$ cat src/source/kbd_bridge_pkg.sv
// ~~~~~~~~~~~~~~~~~~~~~~~~~~~~~~~~~~~~~~
// kbd_bridge shared definitions
// scan code type, reset hold, FIFO sizing,
// PS/2 framing and UART baud constants
// ~~~~~~~~~~~~~~~~~~~~~~~~~~~~~~~~~~~~~~

package kbd_bridge_pkg;

	// one received scan code
	typedef logic [7:0] scan_byte_t;

	// reset sequencer
	localparam int reset_count_width = 16;	// sanity counter width
	localparam logic [reset_count_width-1:0] reset_hold_cycles = 16'd64;	// clocks after reset2a

	// scan code FIFO
	localparam int fifo_depth     = 8;	// entries
	localparam int fifo_ptr_width = 3;	// log2 of depth, count is one wider

	// one slot kept back for a frame that is already on the wire
	localparam int almost_full_level = fifo_depth - 1;

	// PS/2 framing, start + 8 data + parity + stop
	localparam int ps2_frame_bits = 11;

	// longest gap between two PS/2 clock edges inside a frame
	localparam int frame_timeout_cycles = 4096;	// about 82 us at 50 MHz

	// UART 8N1
	localparam int uart_clocks_per_bit = 434;	// 50 MHz / 434, roughly 115200 baud
	localparam int uart_frame_bits     = 10;	// start + 8 data + stop

	// note: the baud error at 434 is well under one percent,
	// so no fractional divider is needed

endpackage

$ cat src/source/reset_sequencer.sv
// ~~~~~~~~~~~~~~~~~~~~~~~~~~~~~~~~~~~~~~
// reset_sequencer
// holds the core in reset for a fixed count
// after reset2a, then raises system ready
// ~~~~~~~~~~~~~~~~~~~~~~~~~~~~~~~~~~~~~~

`timescale 1ns/1ns

module reset_sequencer (
	input  logic clock_50mhz,
	input  logic reset2a,
	output logic core_reset_o,
	output logic system_ready_o
);

	logic [kbd_bridge_pkg::reset_count_width-1:0] hold_count_q;
	logic hold_done;

	assign hold_done = (hold_count_q == kbd_bridge_pkg::reset_hold_cycles);

	always_ff @(posedge clock_50mhz)
	begin
		if (reset2a)
		begin
			hold_count_q   <= '0;	// restart the hold on every reset2a
			core_reset_o   <= 1'b1;
			system_ready_o <= 1'b0;
		end
		else
		begin
			if (!hold_done)
				hold_count_q <= hold_count_q + 1'b1;	// saturates at the hold count
			// both flags come off the same count, so they swap in one cycle
			core_reset_o   <= !hold_done;
			system_ready_o <= hold_done;
		end
	end

	// core logic never sees ready while it is still held in reset
	assert property (@(posedge clock_50mhz) disable iff (reset2a)
		!(system_ready_o && core_reset_o));

endmodule

$ cat config.mk
export PLATFORM = sky130hd
export DESIGN_NAME = reset_sequencer
export DESIGN_NICKNAME = d
export VERILOG_FILES = /design/src/source/kbd_bridge_pkg.sv /design/src/source/reset_sequencer.sv
export SDC_FILE = /design/constraint.sdc
export NUM_CORES = 1
export LEC_CHECK = 0
export BUFFER_PORTS_ARGS = -buffer_cell sky130_fd_sc_hd__buf_2
export CELL_PAD_IN_SITES_DETAIL_PLACEMENT = 0
export CELL_PAD_IN_SITES_GLOBAL_PLACEMENT = 1
export CORE_MARGIN = 2
export CORE_UTILIZATION = 45
export CTS_BUF_LIST = sky130_fd_sc_hd__clkbuf_2
export DETAILED_ROUTE_END_ITERATION = 8
export MAX_ROUTING_LAYER = met4
export PLACE_DENSITY = 0.79
export SYNTH_ARGS = -nofsm -noshare
export SYNTH_HDL_FRONTEND = slang
export SYNTH_SLANG_ARGS = --single-unit
$ cat constraint.sdc
create_clock -name clock_50mhz -period 2.7 [get_ports clock_50mhz]
set_clock_uncertainty 0.1 [all_clocks]
set_input_delay 0.135 -clock clock_50mhz [delete_from_list [all_inputs] [get_ports clock_50mhz]]
set_output_delay 0.135 -clock clock_50mhz [all_outputs]
set_load 0.05 [all_outputs]
==> results.md <==
* Antenna diodes at 0
* Crit path DAT at 2030 ps
* Post-cts gate resize count at 0
* Synth-to-layout area growth at 6.00%
* ANT nets after route at 0
* Global-route wire length before repair at about 2300 µm
* CTS tree: done
* Ys flop type: dfxtp_1
* Top cells by area, synth: dfxtp_1, xnor2_1, nor2_1
* Final setup violation count at 0
* Fin crit period at around 1900 ps
* Total CTS buffers at 3
* Asr flop ratio synth at 0%
* Cell Rows at 15
* Die height at 46.0 µm
* Critical path depth at 4
* Post-route cell area at approximately 840 µm²
* Number of global-route vias before repair at about 560
* Final Max Tran Viols at 0
* Gpl congestion at 0.714
* Initial Util at between 40% and 50%
* Fill cell count at 174
* Layout cells sized above 1 at under 10%
* Die Width at about 46 µm
* Post-Syn Nets at 93
* Largest net degree at the start of global routing at 18
* Tot GR Track Use at between 10% and 20%
* Worst slew pin tran at 372 ps
* PortBufs at 3
* DRT Pass-1 Iters at 4
* Fin Setup TNS at 0 ps
* DIE AREA at approximately 0.0021 mm²
* LEAKAGE at 0.270 nW
* Total global routing overflow at 0
* Clock Latency Late Sink at 310 ps
* Critical Path RT at 2840 ps
* Root Driver: clkbuf_2
* Hold depth at 2
* Overall Power at 0.408 mW
* Bufs and invs on worst path at 0
* Routed wire length at 1340 µm
* Post-Syn Area at 792 µm²
* CTS max path bufs at 2
* Synth area leader: dfxtp_1
* Final #Nets at 99
* Status: finished clean
* Crit path largest cell delay at 570 ps
* CP Capture Type: flip-flop
* Worst r2r path cells at 4
* Highest clock rate at 0.532 GHz
* Post-CTS setup buffers at 0
* Vias/cell at 5.29
* Crit-path leading delay family: simple AND/OR/NAND/NOR gates
* Crit-path slowest cell: or4_4
* EDFF count, synth at 0
* I/O pin count at 4
* Hold-fix buffers at CTS at 0
* Worst path cell trace: nand3_4 > or4_4 > or3_1 > a21oi_1
* Clock Sink Count at 18
* FF+latch count, synth at 18
* Synth Instances at 89
* Remaining DRCs at 0
* Library cells used by synthesis at 22
* Tcrit/Tclk final at 69.7%
* Hold WC Path Type: primary input to flip-flop
* Max-cap violations at 0
* RSZ-0062 raised after global routing: false
* Post-DP HPWL at 992 µm
* Routed wire length per instance at ~12 µm
* Relative slew slack at around 75%
* Core box area at 0.00169 mm²
* Initial drt markers at 9
* Top post-synthesis cells by count: dfxtp_1, nor2_1, xnor2_1
* Yosys top cell area share at 45.5%
* Syn avg cell area at 8.90 µm²
* WS Path Type: flip-flop to flip-flop
* Final count of hold timing violations at 0
* Area post-placement at 821 µm²
* Power per cell area at 486 mW/mm²
* Maximum fanout along the worst path at 10
* Total number of vias at between 500 and 600
* Antenna violations before repair at 0
* Peak VDD IR at 0.000250 V
* Reg clk slew, reported paths at 170 ps
* Ys Warns at 0
* Count leader, synth: dfxtp_1
* Register area share after synthesis at 45.5%
* Worst setup SP type: flip-flop
* CTS H-tree depth at 1
cell type report:
class                           count  area (µm²)  area share [%]
Clock buffer                        3        15.0            1.79
Timing Repair Buffer                3        15.0            1.79
Tap cell                           17        21.3            2.53
Clock inverter                      1        3.75           0.447
Sequential cell                    18         360            42.9
Multi-Input combinational cell     64         405            48.3
Inverter                            5        18.8            2.24
flip-flops by register name, indices dropped and copies added (netlist names):
name	count
system_ready_o	1
core_reset_o	1
hold_count_q	16
worst paths after layout:
path,to,start,slack (ps)
setup / recovery,hold_count_q[15],hold_count_q[2],820
hold / removal,hold_count_q[4],reset2a,70
setup reg to reg,hold_count_q[15],hold_count_q[2],820
hold reg to reg,hold_count_q[15],hold_count_q[15],430
stage by stage:
stage,setup slack (ps),utilization [%],hold slack (ps),std cells
CTS,812,49.7,55.0,111
finish,819,49.7,69.9,111
global route,723,49.7,69.1,111
global placement,926,48.6,386,107
floorplan,989,-,314,89
detailed placement,871,48.6,403,107
worst register-to-register path: stages (launching register included):
cell and delay [ps]:
dfxtp_1 480, nand3_4 160, or4_4 570, or3_1 370, a21oi_1 150
per-layer routing:
layer / GRT usage, % / vias up / share of wire (%)
li1: - / 318 / -
met1: 18.7 / 265 / 47
met2: 24.4 / 4 / 50
met3: 5.95 / 0 / 3.4
met4: 5.14 / 0 / 0
met5: - / - / 0
kinds of logic after synthesis:
family | synth area share, %
and+or+nand+nor | 30.2
DFF | 45.5
xor gates and xnor gates | 12.2
AOI/OAI and AO/OA | 4.42
buffers and inverters | 3.32
adders and majority gates | 3.16
muxes | 1.26
layout by cell type, fill, tap and decap left out, drive strengths merged:
cell    count
xor2        3
or3         3
inv         5
nand3       5
ha          2
o21ai       3
or4         1
dfxtp      18
or2b        1
nand3b      1
nor4        3
clkbuf      3
mux2i       1
clkinv      1
nor4b       2
buf         3
nand2       4
a21oi       4
nor3        6
xnor2       8
nor2       13
nand4       4
report_power, final:
group          switching, mW  total [mW]  internal, mW
Combinational        0.00988      0.0177       0.00787
Clock                 0.0827       0.115        0.0322
Sequential           0.00573       0.276         0.270
Total                 0.0983       0.408         0.310
(Power assumes the default switching activity.)
