## src/source/kbd_bridge_pkg.sv

```systemverilog
// ~~~~~~~~~~~~~~~~~~~~~~~~~~~~~~~~~~~~~~
// kbd_bridge shared definitions
// scan code type, reset hold, FIFO sizing,
// PS/2 framing and UART baud constants
// ~~~~~~~~~~~~~~~~~~~~~~~~~~~~~~~~~~~~~~

package kbd_bridge_pkg;

	// one received scan code
	typedef logic [7:0] scan_byte_t;

	// reset sequencer
	localparam int reset_count_width = 16;	// sanity counter width
	localparam logic [reset_count_width-1:0] reset_hold_cycles = 16'd64;	// clocks after reset2a

	// scan code FIFO
	localparam int fifo_depth     = 8;	// entries
	localparam int fifo_ptr_width = 3;	// log2 of depth, count is one wider

	// one slot kept back for a frame that is already on the wire
	localparam int almost_full_level = fifo_depth - 1;

	// PS/2 framing, start + 8 data + parity + stop
	localparam int ps2_frame_bits = 11;

	// longest gap between two PS/2 clock edges inside a frame
	localparam int frame_timeout_cycles = 4096;	// about 82 us at 50 MHz

	// UART 8N1
	localparam int uart_clocks_per_bit = 434;	// 50 MHz / 434, roughly 115200 baud
	localparam int uart_frame_bits     = 10;	// start + 8 data + stop

	// note: the baud error at 434 is well under one percent,
	// so no fractional divider is needed

endpackage

```

## src/source/scan_fifo.sv

```systemverilog
// ~~~~~~~~~~~~~~~~~~~~~~~~~~~~~~~~~~~~~~
// scan_fifo
// first-word-fall-through circular buffer of
// scan codes with full and almost-full flags
// ~~~~~~~~~~~~~~~~~~~~~~~~~~~~~~~~~~~~~~

`timescale 1ns/1ns

module scan_fifo (
	input  logic clock_50mhz,
	input  logic core_reset_i,
	input  logic write_i,
	input  kbd_bridge_pkg::scan_byte_t write_data_i,
	input  logic read_i,
	output kbd_bridge_pkg::scan_byte_t read_data_o,
	output logic empty_o,
	output logic full_o,
	output logic almost_full_o
);

	kbd_bridge_pkg::scan_byte_t mem_q [kbd_bridge_pkg::fifo_depth];

	logic [kbd_bridge_pkg::fifo_ptr_width-1:0] wr_ptr_q;	// next free slot
	logic [kbd_bridge_pkg::fifo_ptr_width-1:0] rd_ptr_q;	// oldest entry
	logic [kbd_bridge_pkg::fifo_ptr_width:0]   count_q;	// one wider to reach depth

	// pointers wrap on their own since depth is a power of two
	always_ff @(posedge clock_50mhz)
	begin
		if (core_reset_i)
		begin
			wr_ptr_q <= '0;
			rd_ptr_q <= '0;
			count_q  <= '0;
		end
		else
		begin
			if (write_i)
				wr_ptr_q <= wr_ptr_q + 1'b1;
			if (read_i)
				rd_ptr_q <= rd_ptr_q + 1'b1;
			case ({write_i, read_i})
				2'b10:   count_q <= count_q + 1'b1;
				2'b01:   count_q <= count_q - 1'b1;
				default: count_q <= count_q;	// none, or both in the same cycle
			endcase
		end
	end

	always_ff @(posedge clock_50mhz)
	begin
		if (write_i)
			mem_q[wr_ptr_q] <= write_data_i;
	end

	assign read_data_o   = mem_q[rd_ptr_q];	// head is always on the output
	assign empty_o       = (count_q == 0);
	assign full_o        = (count_q == kbd_bridge_pkg::fifo_depth);
	assign almost_full_o = (count_q >= kbd_bridge_pkg::almost_full_level);

	// the receiver backs off at almost-full, so it must never hit full
	assert property (@(posedge clock_50mhz) disable iff (core_reset_i)
		write_i |-> !full_o);

	assert property (@(posedge clock_50mhz) disable iff (core_reset_i)
		read_i |-> !empty_o);

endmodule

```

## config.mk

```make
export PLATFORM = sky130hd
export DESIGN_NAME = scan_fifo
export DESIGN_NICKNAME = d
export VERILOG_FILES = /design/src/source/kbd_bridge_pkg.sv /design/src/source/scan_fifo.sv
export SDC_FILE = /design/constraint.sdc
export NUM_CORES = 1
export LEC_CHECK = 0
export ABC_AREA = 1
export BUFFER_PORTS_ARGS = -buffer_cell sky130_fd_sc_hd__buf_2
export CORE_ASPECT_RATIO = 1.25
export CORE_MARGIN = 2
export CORE_UTILIZATION = 50
export CTS_CLUSTER_DIAMETER = 100
export CTS_CLUSTER_SIZE = 16
export DETAILED_ROUTE_END_ITERATION = 6
export PLACE_DENSITY_LB_ADDON = 0.25
export SLEW_MARGIN = 20
export SYNTH_ARGS = -nofsm -noshare
export SYNTH_HDL_FRONTEND = slang
export SYNTH_SLANG_ARGS = --single-unit
```

## constraint.sdc

```tcl
create_clock -name clock_50mhz -period 1.8 [get_ports clock_50mhz]
set_clock_uncertainty 0.05 [all_clocks]
set_input_delay 0.45 -clock clock_50mhz [delete_from_list [all_inputs] [get_ports clock_50mhz]]
set_output_delay 0.45 -clock clock_50mhz [all_outputs]
set_load 0.02 [all_outputs]
```

==> flow_summary.json <==
{
  "status": "finished with violations",
  "violations": "setup timing",
  "synth-edff-count": 64,
  "rows": 32,
  "clock-sinks": 77,
  "vias": 2107,
  "max_stage_delay_ns": 0.44,
  "hold_class": "input pin to register",
  "worstMarginPinSlew_ns": 0.3314,
  "worstPathCellList": "buf_12 > mux2i_1 > o22ai_1 > nand2_1 > nand2_1 > buf_6",
  "wl_per_cell_um": 15.65,
  "cp_top_family": "flip-flops",
  "synth.cell_area_um2": 3173,
  "io-pin-count": 23,
  "fin_ws_ns": -0.2133,
  "cts_tree": "done",
  "synthCells": 270,
  "dpl_cell_area_um2": 3458,
  "chipHeight_um": 93.07,
  "die-width_um": 75.25,
  "cts_root_buf": "clkbuf_8",
  "ys_seq_area_frac": 0.6877,
  "maxCapViolations": 0,
  "clk_pin_slew_worst_paths_ns": 0.08,
  "antenna_found_initial": 0,
  "yosys_warnings": 0,
  "htreeDepth": 3,
  "critPathKind": "register to output pin",
  "yosys_most_used_dff": "edfxtp_1",
  "grt_pass1_vias": 1949,
  "vias_per_cell": 5.215,
  "area_growth_pct": 22.32,
  "drive_gt1_frac": 0.2351,
  "core_area_um2": 6166,
  "final_cell_mix": "64 x edfxtp_1, 42 x nor2_1, 41 x nand2_1, 18 x o21ai_1",
  "synth.distinct_cells": 25,
  "fmax_mhz": 496.7,
  "p_per_area_nw_per_um2": 1064,
  "fin_crit_sh": 1.118,
  "synth.area.top_cells": "edfxtp_1 61%, dfxtp_1 8.2%, nor2_1 5.6%",
  "port_buffers": 22,
  "final_area_um2": 3881,
  "fillCellCount": 489,
  "cp-end-kind": "output pin",
  "slew_viol_final": 0,
  "drc": 0,
  "fin_hold_ws_ns": 0.3219,
  "finalCriticalPeriod_ns": 2.013,
  "pre_cts_ws_ns": 0.001586,
  "gp_congestion": 0.7552,
  "setup_viol": 8,
  "dr.pass1.iters": 4,
  "arrival_ns": 1.51,
  "critical_path_required_ns": 1.30,
  "cts_max_path_buffers": 2,
  "cts_hold_buf": 0,
  "syn_area_per_cell_um2": 11.75,
  "hpwl_um": 3772,
  "cp-start-kind": "register",
  "ant_nets": 0,
  "grt_max_degree": 33,
  "crit_top_cell": "nand2_1",
  "num_antenna_cells": 0,
  "overflow": 0,
  "relSlewSlack": 0.7788,
  "grt_pass1_wl_um": 9183,
  "grt_usage": 0.1844,
  "synth_top_area_share": 0.6057,
  "final_common_cell": "edfxtp_1",
  "total_power_mw": 4.131,
  "die_area_um2": 7003,
  "fin_util": 0.6295,
  "post-synth-top-area-cell": "edfxtp_1",
  "finalWirelength_um": 6322,
  "start_util": 0.5146,
  "clock_latency_ns": 0.34,
  "cp_num_buf_inv": 2,
  "ys_seq_elements": 77,
  "synthArstFlopShare": 0,
  "hold_viol": 0,
  "p_leak_nw": 1.463,
  "peakVddDrop_mv": 0.6305,
  "crit_fanout": 6,
  "cpMaxStageDelayCell": "dfxtp_4",
  "num-nets-final": 331,
  "drt_iter0_drc": 199,
  "cts-buffers-inserted": 9,
  "synth_nets": 287,
  "rsz0062_at_grt": "yes"
}
==> metal layers <==
layer / track usage / wire length (um)
met5: 0 / 0
met1: 0.2227 / 2610
met4: 0.07018 / 168
met3: 0.04741 / 260
met2: 0.3121 / 3282
==> through the flow <==
| stage | setup TNS, ns | instances |
|---|---|---|
| 5_1_grt | -2.200 | 404 |
| 3_3_place_gp | 0 | 385 |
| 3_5_place_dp | 0 | 385 |
| 4_1_cts | -1.303 | 401 |
| 6_report | -1.500 | 404 |
| 2_1_floorplan | 0 | 270 |
==> report_power, final <==
part           switching [mW]  leakage, nW  total (mW)  internal [mW]
sequential             0.0420        0.691        2.03           1.99
clock                   0.611        0.113        1.52          0.913
combinational           0.320        0.659       0.577          0.257
total                   0.973         1.46        4.13           3.16
==> registers in the layout, indices dropped and copies added (netlist names), named ones only <==
name	cells
count_q	4
mem_q	64
rd_ptr_q	3
wr_ptr_q	3
==> synthesized netlist by cell type (3+ instances only) <==
library cell,count
buf_6,6
a211oi_1,3
nand3_1,4
o22ai_1,8
nand2_1,41
ha_1,5
edfxtp_1,64
nor3_1,3
o21ai_1,14
o21ai_0,20
inv_1,15
nor2_1,47
xnor2_1,3
mux2i_1,8
dfxtp_1,13
a21oi_1,7
==> cells by family after synthesis <==
kind of cell / synth area share
xor+xnor: 0.008282
simple gates: 0.1215
buf+inv: 0.04771
compound gates: 0.08991
fa+ha+maj: 0.01972
mux: 0.02524
flops: 0.6877
==> final cells by class <==
class                   instances  area [um2]  share of cell area
multi-input cells             167       873.3              0.2250
well taps                      85       106.4             0.02740
flip-flops and latches         77        2191              0.5645
clock buffers                   9       123.9             0.03191
repair buffers                 43       410.4              0.1057
inverters                      16       62.56             0.01612
clock inverters                 7       113.9             0.02934
==> final timing paths <==
path	depth (start not counted)	to	start	slack [ns]
max	6	read_data_o[5]	register	-0.21
max reg2reg	3	mem_q[0][0]	wr_ptr_q[0]	0.44
min reg2reg	2	count_q[0]	count_q[0]	0.44
min	1	mem_q[4][5]	write_data_i[5]	0.32
==> timing repair <==
item	CTS	global route
pin swaps	0	16
endpoints found under the setup margin	8	9
gates resized for setup	11	31
setup buffers	0	0
cloned	0	3
Note: power is estimated with default switching activity, not from simulation.
