**config.mk**
```make
export PLATFORM = sky130hd
export DESIGN_NAME = uart_byte_transmitter
export DESIGN_NICKNAME = d
export VERILOG_FILES = /design/src/source/kbd_bridge_pkg.sv /design/src/source/uart_byte_transmitter.sv
export SDC_FILE = /design/constraint.sdc
export NUM_CORES = 1
export LEC_CHECK = 0
export BUFFER_PORTS_ARGS = -buffer_cell sky130_fd_sc_hd__buf_2
export CORE_AREA = 2 2 52 54
export CTS_CLUSTER_DIAMETER = 40
export CTS_CLUSTER_SIZE = 12
export DETAILED_ROUTE_END_ITERATION = 12
export DIE_AREA = 0 0 54 56
export PLACE_DENSITY_LB_ADDON = 0.15
export SYNTH_ARGS = -nofsm -noshare
export SYNTH_HDL_FRONTEND = slang
export SYNTH_SLANG_ARGS = --single-unit
```
**constraint.sdc**
```tcl
create_clock -name clock_50mhz -period 3 [get_ports clock_50mhz]
set_input_delay 0.15 -clock clock_50mhz [delete_from_list [all_inputs] [get_ports clock_50mhz]]
set_output_delay 0.15 -clock clock_50mhz [all_outputs]
set_load 0.05 [all_outputs]
```
**src/source/kbd_bridge_pkg.sv**
```systemverilog
// ~~~~~~~~~~~~~~~~~~~~~~~~~~~~~~~~~~~~~~
// kbd_bridge shared definitions
// scan code type, reset hold, FIFO sizing,
// PS/2 framing and UART baud constants
// ~~~~~~~~~~~~~~~~~~~~~~~~~~~~~~~~~~~~~~

package kbd_bridge_pkg;

	// one received scan code
	typedef logic [7:0] scan_byte_t;

	// reset sequencer
	localparam int reset_count_width = 16;	// sanity counter width
	localparam logic [reset_count_width-1:0] reset_hold_cycles = 16'd64;	// clocks after reset2a

	// scan code FIFO
	localparam int fifo_depth     = 8;	// entries
	localparam int fifo_ptr_width = 3;	// log2 of depth, count is one wider

	// one slot kept back for a frame that is already on the wire
	localparam int almost_full_level = fifo_depth - 1;

	// PS/2 framing, start + 8 data + parity + stop
	localparam int ps2_frame_bits = 11;

	// longest gap between two PS/2 clock edges inside a frame
	localparam int frame_timeout_cycles = 4096;	// about 82 us at 50 MHz

	// UART 8N1
	localparam int uart_clocks_per_bit = 434;	// 50 MHz / 434, roughly 115200 baud
	localparam int uart_frame_bits     = 10;	// start + 8 data + stop

	// note: the baud error at 434 is well under one percent,
	// so no fractional divider is needed

endpackage

```
**src/source/uart_byte_transmitter.sv**
```systemverilog
// ~~~~~~~~~~~~~~~~~~~~~~~~~~~~~~~~~~~~~~
// uart_byte_transmitter
// pops scan codes from the FIFO and sends them
// as 8N1 frames at a fixed baud divider
// ~~~~~~~~~~~~~~~~~~~~~~~~~~~~~~~~~~~~~~

`timescale 1ns/1ns

module uart_byte_transmitter (
	input  logic clock_50mhz,
	input  logic core_reset_i,
	input  logic fifo_empty_i,
	input  kbd_bridge_pkg::scan_byte_t fifo_data_i,
	output logic fifo_read_o,
	output logic uart_txd_o
);

	logic busy_q;	// a frame is on the line
	logic [$clog2(kbd_bridge_pkg::uart_clocks_per_bit)-1:0] baud_q;	// clocks into this bit
	logic [3:0] bit_count_q;	// 0 is the start bit
	logic [8:0] shift_q;	// {stop, data}, next bit in bit 0
	logic baud_tick;
	logic frame_end;

	assign baud_tick = (baud_q == kbd_bridge_pkg::uart_clocks_per_bit - 1);
	assign frame_end = (bit_count_q == kbd_bridge_pkg::uart_frame_bits - 1);

	always_ff @(posedge clock_50mhz)
	begin
		if (core_reset_i)
		begin
			busy_q      <= 1'b0;
			baud_q      <= '0;
			bit_count_q <= '0;
			fifo_read_o <= 1'b0;
			uart_txd_o  <= 1'b1;	// line idles high
		end
		else
		begin
			fifo_read_o <= 1'b0;
			if (!busy_q)
			begin
				if (!fifo_empty_i)
				begin
					busy_q      <= 1'b1;
					baud_q      <= '0;
					bit_count_q <= '0;
					fifo_read_o <= 1'b1;	// pop lands in the start bit cycle
					uart_txd_o  <= 1'b0;	// start bit
				end
			end
			else if (baud_tick)
			begin
				baud_q <= '0;
				if (frame_end)
				begin
					busy_q     <= 1'b0;	// stop bit done, back to idle
					uart_txd_o <= 1'b1;
				end
				else
				begin
					bit_count_q <= bit_count_q + 1'b1;
					uart_txd_o  <= shift_q[0];
				end
			end
			else
				baud_q <= baud_q + 1'b1;
		end
	end

	// byte shifter, loaded from the FIFO head while idle
	always_ff @(posedge clock_50mhz)
	begin
		if (!busy_q)
			shift_q <= {1'b1, fifo_data_i};	// stop bit rides above the data
		else if (baud_tick)
			shift_q <= {1'b1, shift_q[8:1]};
	end

	// each pop belongs to exactly one frame start out of idle
	assert property (@(posedge clock_50mhz) disable iff (core_reset_i)
		fifo_read_o |-> !$past(busy_q));

endmodule

```
==> results of run 1 <==
## cells by family (layout without fill, tap and decap cells)
family / count (synthesis) / in the layout / synth area share [%]
and+or+nand+nor: 43 / 43 / 21.5
DFF: 24 / 24 / 48.0
AOI/OAI and AO/OA: 23 / 23 / 13.4
muxes: 10 / 10 / 9.33
buffers and inverters: 8 / 20 / 2.68
adders and majority gates: 4 / 4 / 4.29
xor gates and xnor gates: 1 / 1 / 0.750
## area by class of cell
type	instances	share of cell area, %
tap	30	2.94
sequential	24	44.0
clock buffer	3	1.77
multi-input combinational	81	45.1
timing repair buffer	12	4.71
inverter	5	1.47
## report_power, final
| part | leakage (nW) | switching, mW | internal [mW] |
|---|---|---|---|
| logic | 0.262 | 0.0287 | 0.0246 |
| clock network | 0.0138 | 0.0961 | 0.0471 |
| registers | 0.210 | 0.0113 | 0.354 |
| total | 0.485 | 0.136 | 0.426 |
## metrics by stage
stage	setup slack, ns	area, sq um	hold slack (ns)
CTS	1.19	1270	0.0713
detailed placement	1.23	1250	0.414
global placement	1.22	1250	0.409
global route	1.08	1270	0.0660
finish	1.23	1270	0.0758
floorplan	1.44	1170	0.227
## cell usage after synthesis (all sizes together)
library cell / instances / share of area [%]
a211oi: 2 / 1.3
a21boi: 1 / 0.64
a21oi: 7 / 3.3
a311o: 1 / 0.86
a311oi: 1 / 0.75
a31oi: 4 / 2.1
a41oi: 2 / 1.5
and2: 1 / 0.75
and3: 5 / 2.7
and4: 1 / 0.96
buf: 2 / 0.75
clkbuf: 1 / 0.32
dfxtp: 16 / 27
edfxtp: 8 / 21
ha: 4 / 4.3
inv: 5 / 1.6
mux2: 7 / 6.8
mux2i: 3 / 2.6
nand2: 8 / 2.6
nand2b: 4 / 2.1
nand3: 7 / 3.0
nand3b: 1 / 0.64
nor2: 7 / 2.5
nor2b: 1 / 0.54
nor3: 1 / 0.43
nor3b: 1 / 0.64
nor4b: 1 / 2.0
o211ai: 2 / 1.3
o21ai: 2 / 0.86
o32ai: 1 / 0.75
or2: 3 / 1.6
or3: 2 / 1.1
xor2: 1 / 0.75
## flip-flops by register name (all words and copies together), names as in the netlist
name / count
bit_count_q: 4
busy_q: 1
shift_q: 8
uart_txd_o: 1
fifo_read_o: 1
baud_q: 9
## worst register-to-register path: cells and delay by family (launching register included)
family | cells | cell delay [ns]
DFF | 1 | 0.42
and+or+nand+nor | 3 | 1.04
## final timing paths
check | from | endpoint | slack [ns]
setup reg to reg | baud_q[6]$_SDFFE_PP0P_ | shift_q[5]$_DFFE_PP_ | 1.23
hold reg to reg | bit_count_q[2]$_SDFFE_PP0P_ | bit_count_q[2]$_SDFFE_PP0P_ | 0.51
hold / removal | fifo_empty_i | fifo_read_o$_SDFF_PP0_ | 0.08
setup / recovery | baud_q[6]$_SDFFE_PP0P_ | shift_q[5]$_DFFE_PP_ | 1.23
## per-layer routing
metal  track usage (%)  wire [um]  vias up  part of all wire (%)
li1                  -          -      440                     -
met1              22.2       1010      388                    50
met2              23.3        921       19                    45
met3              3.23         70        5                   3.4
met4              6.43         34        0                   1.7
met5                 0          0        -                     0
==> out/results.txt, run 1 <==
outcome = completed
Fmax = 563 MHz
Crit path buffers/inverters = 0
initial antenna violation count = 0
Seq/Total Area, Yosys = 48.0%
DP HPWL = 1440 um
# DRC = 0
H-tree depth = 1
most frequent cells in the layout = 16 x dfxtp_1, 12 x buf_2, 8 x nand2_1, 8 x edfxtp_1
placed cells = 152
Final Skew = 0.00281 ns
cell family with most CP delay = simple AND/OR/NAND/NOR gates
Worst EP arrival = 1.77 ns
Chip Width = 54 um
share of layout cells above drive strength 1 = 24.0%
#FFs+latches synth = 24
# IOs = 13
Final nets = 142
slowest cell delay on critical path = 0.44 ns
syn nets = 128
worst slew pin tran = 0.643 ns
CP Depth = 3
DRT Wirelength = 2040 um
Post-Synthesis Cells = 113
first-iteration detailed-routing DRC count = 23
fin. max-slew vios = 0
Total Power = 562 uW
Initial Util = 48.0%
register cell area after layout = 561 sq um
worst path required time = 3.00 ns
crit start category = flip-flop
final setup fails = 0
Syn. warnings = 0
fin crit period = 1.77 ns
Final Hold Viols = 0
CTS root buffer = clkbuf_4
Clock Path Buffers = 2
Crit-path slowest cell = nor4b_4
Static Leak = 0.485 nW
Power Dens Cells = 441 mW/mm^2
period utilisation layout = 59.2%
post-CTS sizing = 0
die height = 56 um
VDD IR max = 277 uV
worst skew pair latency = 0.32 ns
clk slew on worst S/H paths = 0.13 ns
Area Growth Syn to Fin = 9.22%
DRT antenna net count = 0
die footprint = 0.00302 sq mm
TritonCTS buffer count = 3
Max-Cap Viols = 0
worst hold path depth = 2
Mapped Avg Cell Area = 10.3 sq um
vias = 852
post-layout util = 52.4%
Overflow after GRT = 0
GPL Wtd Cong = 0.750
largest net degree at the start of global routing = 20
CTS tree = yes
Post-CTS Setup Bufs = 0
Cell variety after synth = 36
Non-Filler Instances = 155
first-pass GRT wire length = 3590 um
ant diodes = 0
CP endpoint kind = flip-flop
num rows = 18
Max-slew headroom = 57.1%
DRT Pass-1 Iters = 4
unrepaired setup endpoints after global routing = no
leading cell type in the layout, fill and taps excluded = dfxtp_1
Final TNS setup = 0 ns
multi-input logic area = 576 sq um
Vias/cell = 5.50
critical-path cell list = nor4b_4 -> and2_4 -> nand2b_1
count of port buffers added during placement = 12
vias in the first global route = 828
FILL cells = 231
Hold Path Class = input pin to flip-flop
synthesized area = 0.00117 sq mm
total clock sinks = 24
total global-route track usage = 15.8%
critical path fanouts, max = 8
WL/cell = 13.2 um
Hold-fix buffers, CTS = 0
core area = 0.00243 sq mm
Worst R2R Path Depth = 3
Setup CP Type = flip-flop to flip-flop
Note: power is estimated with default switching activity, not from simulation.
==> inputs of run 2 (changes only) <==
ABC_AREA = 1   (was unset)
CORE_AREA = 2 2 55 57   (was 2 2 52 54)
DIE_AREA = 0 0 57 59   (was 0 0 54 56)
clock period = 1.67 ns   (was 3 ns; I/O delays follow)
==> out/results.txt, run 2 <==
worst skew pair latency = 0.32 ns
Max-Cap Viols = 0
FILL cells = 265
dominant cells by area after synthesis = dfxtp_1 25%, edfxtp_1 18%, nand2_1 14%
Most flops, register = baud_q
Seq/Total Area, Yosys = 42.9%
initial antenna violation count = 0
worst path required time = 1.95 ns
WL/cell = 11.8 um
Worst EP arrival = 1.74 ns
DP HPWL = 1940 um
CP Depth = 11
crit start category = flip-flop
ant diodes = 0
DRT Pass-1 Iters = 4
vias in the first global route = 1032
Hold Path Class = input pin to flip-flop
clk slew on worst S/H paths = 0.13 ns
top-count cell post-synth = nand2_1
met2 wire length = 1250 um
Yosys top cell area share = 24.5%
# DRC = 0
post-layout util = 52.3%
Chip Width = 57 um
total global-route track usage = 17.5%
Min Hold Slack = 0.0132 ns
worst slew pin tran = 0.368 ns
CTS root buffer = clkbuf_4
VDD IR max = 575 uV
critical-path cell list = inv_1 -> ha_1 -> nand2_1 -> inv_1 -> nand2_1 -> nor2_2 -> nor2_2 -> nand2_1 -> nand3_1 -> nand2_1 -> inv_1
Setup CP Type = flip-flop to flip-flop
#FFs+latches synth = 24
DRT antenna net count = 0
DRT Wirelength = 2520 um
Area Growth Syn to Fin = 8.52%
commonest cells in the netlist = 50 x nand2_1, 16 x dfxtp_1, 16 x inv_1, 15 x nor2_1, 13 x nand3_1
Power Dens Cells = 749 mW/mm^2
share of layout cells above drive strength 1 = 19.2%
Fmax = 684 MHz
GPL Wtd Cong = 0.867
uppermost routed layer = met4
EDFF count, synth = 8
Vias/cell = 5.02
asr flop ratio synth = 0%
post-CTS sizing = 0
die height = 59 um
Overflow after GRT = 0
Worst R2R Path Depth = 11
met3 WL = 68 um
first-pass GRT wire length = 4450 um
Hold-fix buffers, CTS = 0
Clock Path Buffers = 2
cell family with most CP delay = simple AND/OR/NAND/NOR gates
leading area contributor after synthesis = dfxtp_1
Syn. warnings = 0
core area = 0.00271 sq mm
worst hold path depth = 3
cell repeated most along the worst path = nand2_1
outcome = completed
register cell area after layout = 561 sq um
Cell variety after synth = 29
num rows = 19
Static Leak = 0.619 nW
Synth Flop Type = dfxtp_1
leading cell type in the layout, fill and taps excluded = nand2_1
multi-input logic area = 644 sq um
Mapped Avg Cell Area = 7.78 sq um
count of port buffers added during placement = 12
fin crit period = 1.46 ns
first-iteration detailed-routing DRC count = 68
H-tree depth = 1
die footprint = 0.00336 sq mm
Final nets = 198
unrepaired setup endpoints after global routing = no
Final TNS setup = 0 ns
syn nets = 183
Post-Synthesis Cells = 168
CP endpoint kind = flip-flop
Post-CTS Setup Bufs = 0
vias = 1069
fin. max-slew vios = 0
Crit-path slowest cell = dfxtp_1
Final Hold Viols = 0
Metal-1 WL = 1180 um
final setup fails = 0
most frequent cells in the layout = 50 x nand2_1, 16 x inv_1, 16 x dfxtp_1
Max-slew headroom = 75.5%
largest net degree at the start of global routing = 14
Final Skew = 0.00599 ns
Crit path buffers/inverters = 3
# IOs = 13
critical path fanouts, max = 5
Largest register FFs = 9
TritonCTS buffer count = 3
total clock sinks = 24
period utilisation layout = 87.6%
synthesized area = 0.00131 sq mm
Top Registers = baud_q x9, shift_q x8, bit_count_q x4
slowest cell delay on critical path = 0.37 ns
Initial Util = 48.2%
CTS tree = yes
-- run 2: cell count changes in the layout (fill, tap and decap cells not counted), sizes merged, moves of 3 or more --
cell	change
nand4	+3
nand2b	-4
a21oi	+4
a31oi	-4
nor2	+14
inv	+13
nand2	+47
mux2i	-3
mux2	-7
nand3	+8
and3	-5
-- run 2: path summary, 6_finish.rpt --
check                               from                      to  slack [ns]
hold / removal            fifo_data_i[4]    shift_q[4]$_DFFE_PP_        0.01
hold reg to reg   baud_q[4]$_SDFFE_PP0P_  baud_q[4]$_SDFFE_PP0P_        0.50
setup reg to reg  baud_q[1]$_SDFFE_PP0P_  baud_q[7]$_SDFFE_PP0P_        0.21
setup / recovery  baud_q[1]$_SDFFE_PP0P_  baud_q[7]$_SDFFE_PP0P_        0.21
-- run 2: cell type report --
type	count	area share [%]
Timing Repair Buffer	14	5.30
Multi-Input combinational cell	121	45.5
Sequential cell	24	39.5
Tap cell	31	2.74
Inverter	19	5.12
Clock buffer	4	1.85
-- run 2: kinds of logic (layout without fill, tap and decap cells) --
group,count (synthesis),count (layout),share of synthesized area [%]
buf+inv,23,37,7.76
compound gates,19,19,8.62
flops,24,24,42.9
simple gates,96,96,35.5
fa+ha+maj,4,4,3.83
xor+xnor,2,2,1.34
-- run 2: per-layer routing --
layer	up-vias	GRT usage, %
li1	568	-
met1	490	21.2
met2	7	29.6
met3	4	5.46
met4	0	6.31
met5	-	0
-- run 2: where the power goes --
part	leakage (nW)	internal [mW]	switching [mW]
clock network	0.0150	0.0936	0.174
logic	0.393	0.0477	0.0905
registers	0.211	0.640	0.0159
-- run 2: tightest hold or removal path: cells and delay by family --
family	cells	cell delay, ns
buffers and inverters	1	0.07
and+or+nand+nor	2	0.08
-- run 2: through the flow --
step | area (sq um) | cells | power [mW] | worst slack [ns]
after floorplan | 1310 | 168 | 0.769 | 0.440
final | 1420 | 213 | 1.06 | 0.208
after global placement | 1390 | 209 | 0.804 | 0.249
after global routing | 1420 | 213 | 1.12 | 0.0307
after CTS | 1420 | 213 | 1.07 | 0.194
after detailed placement | 1390 | 209 | 0.811 | 0.224
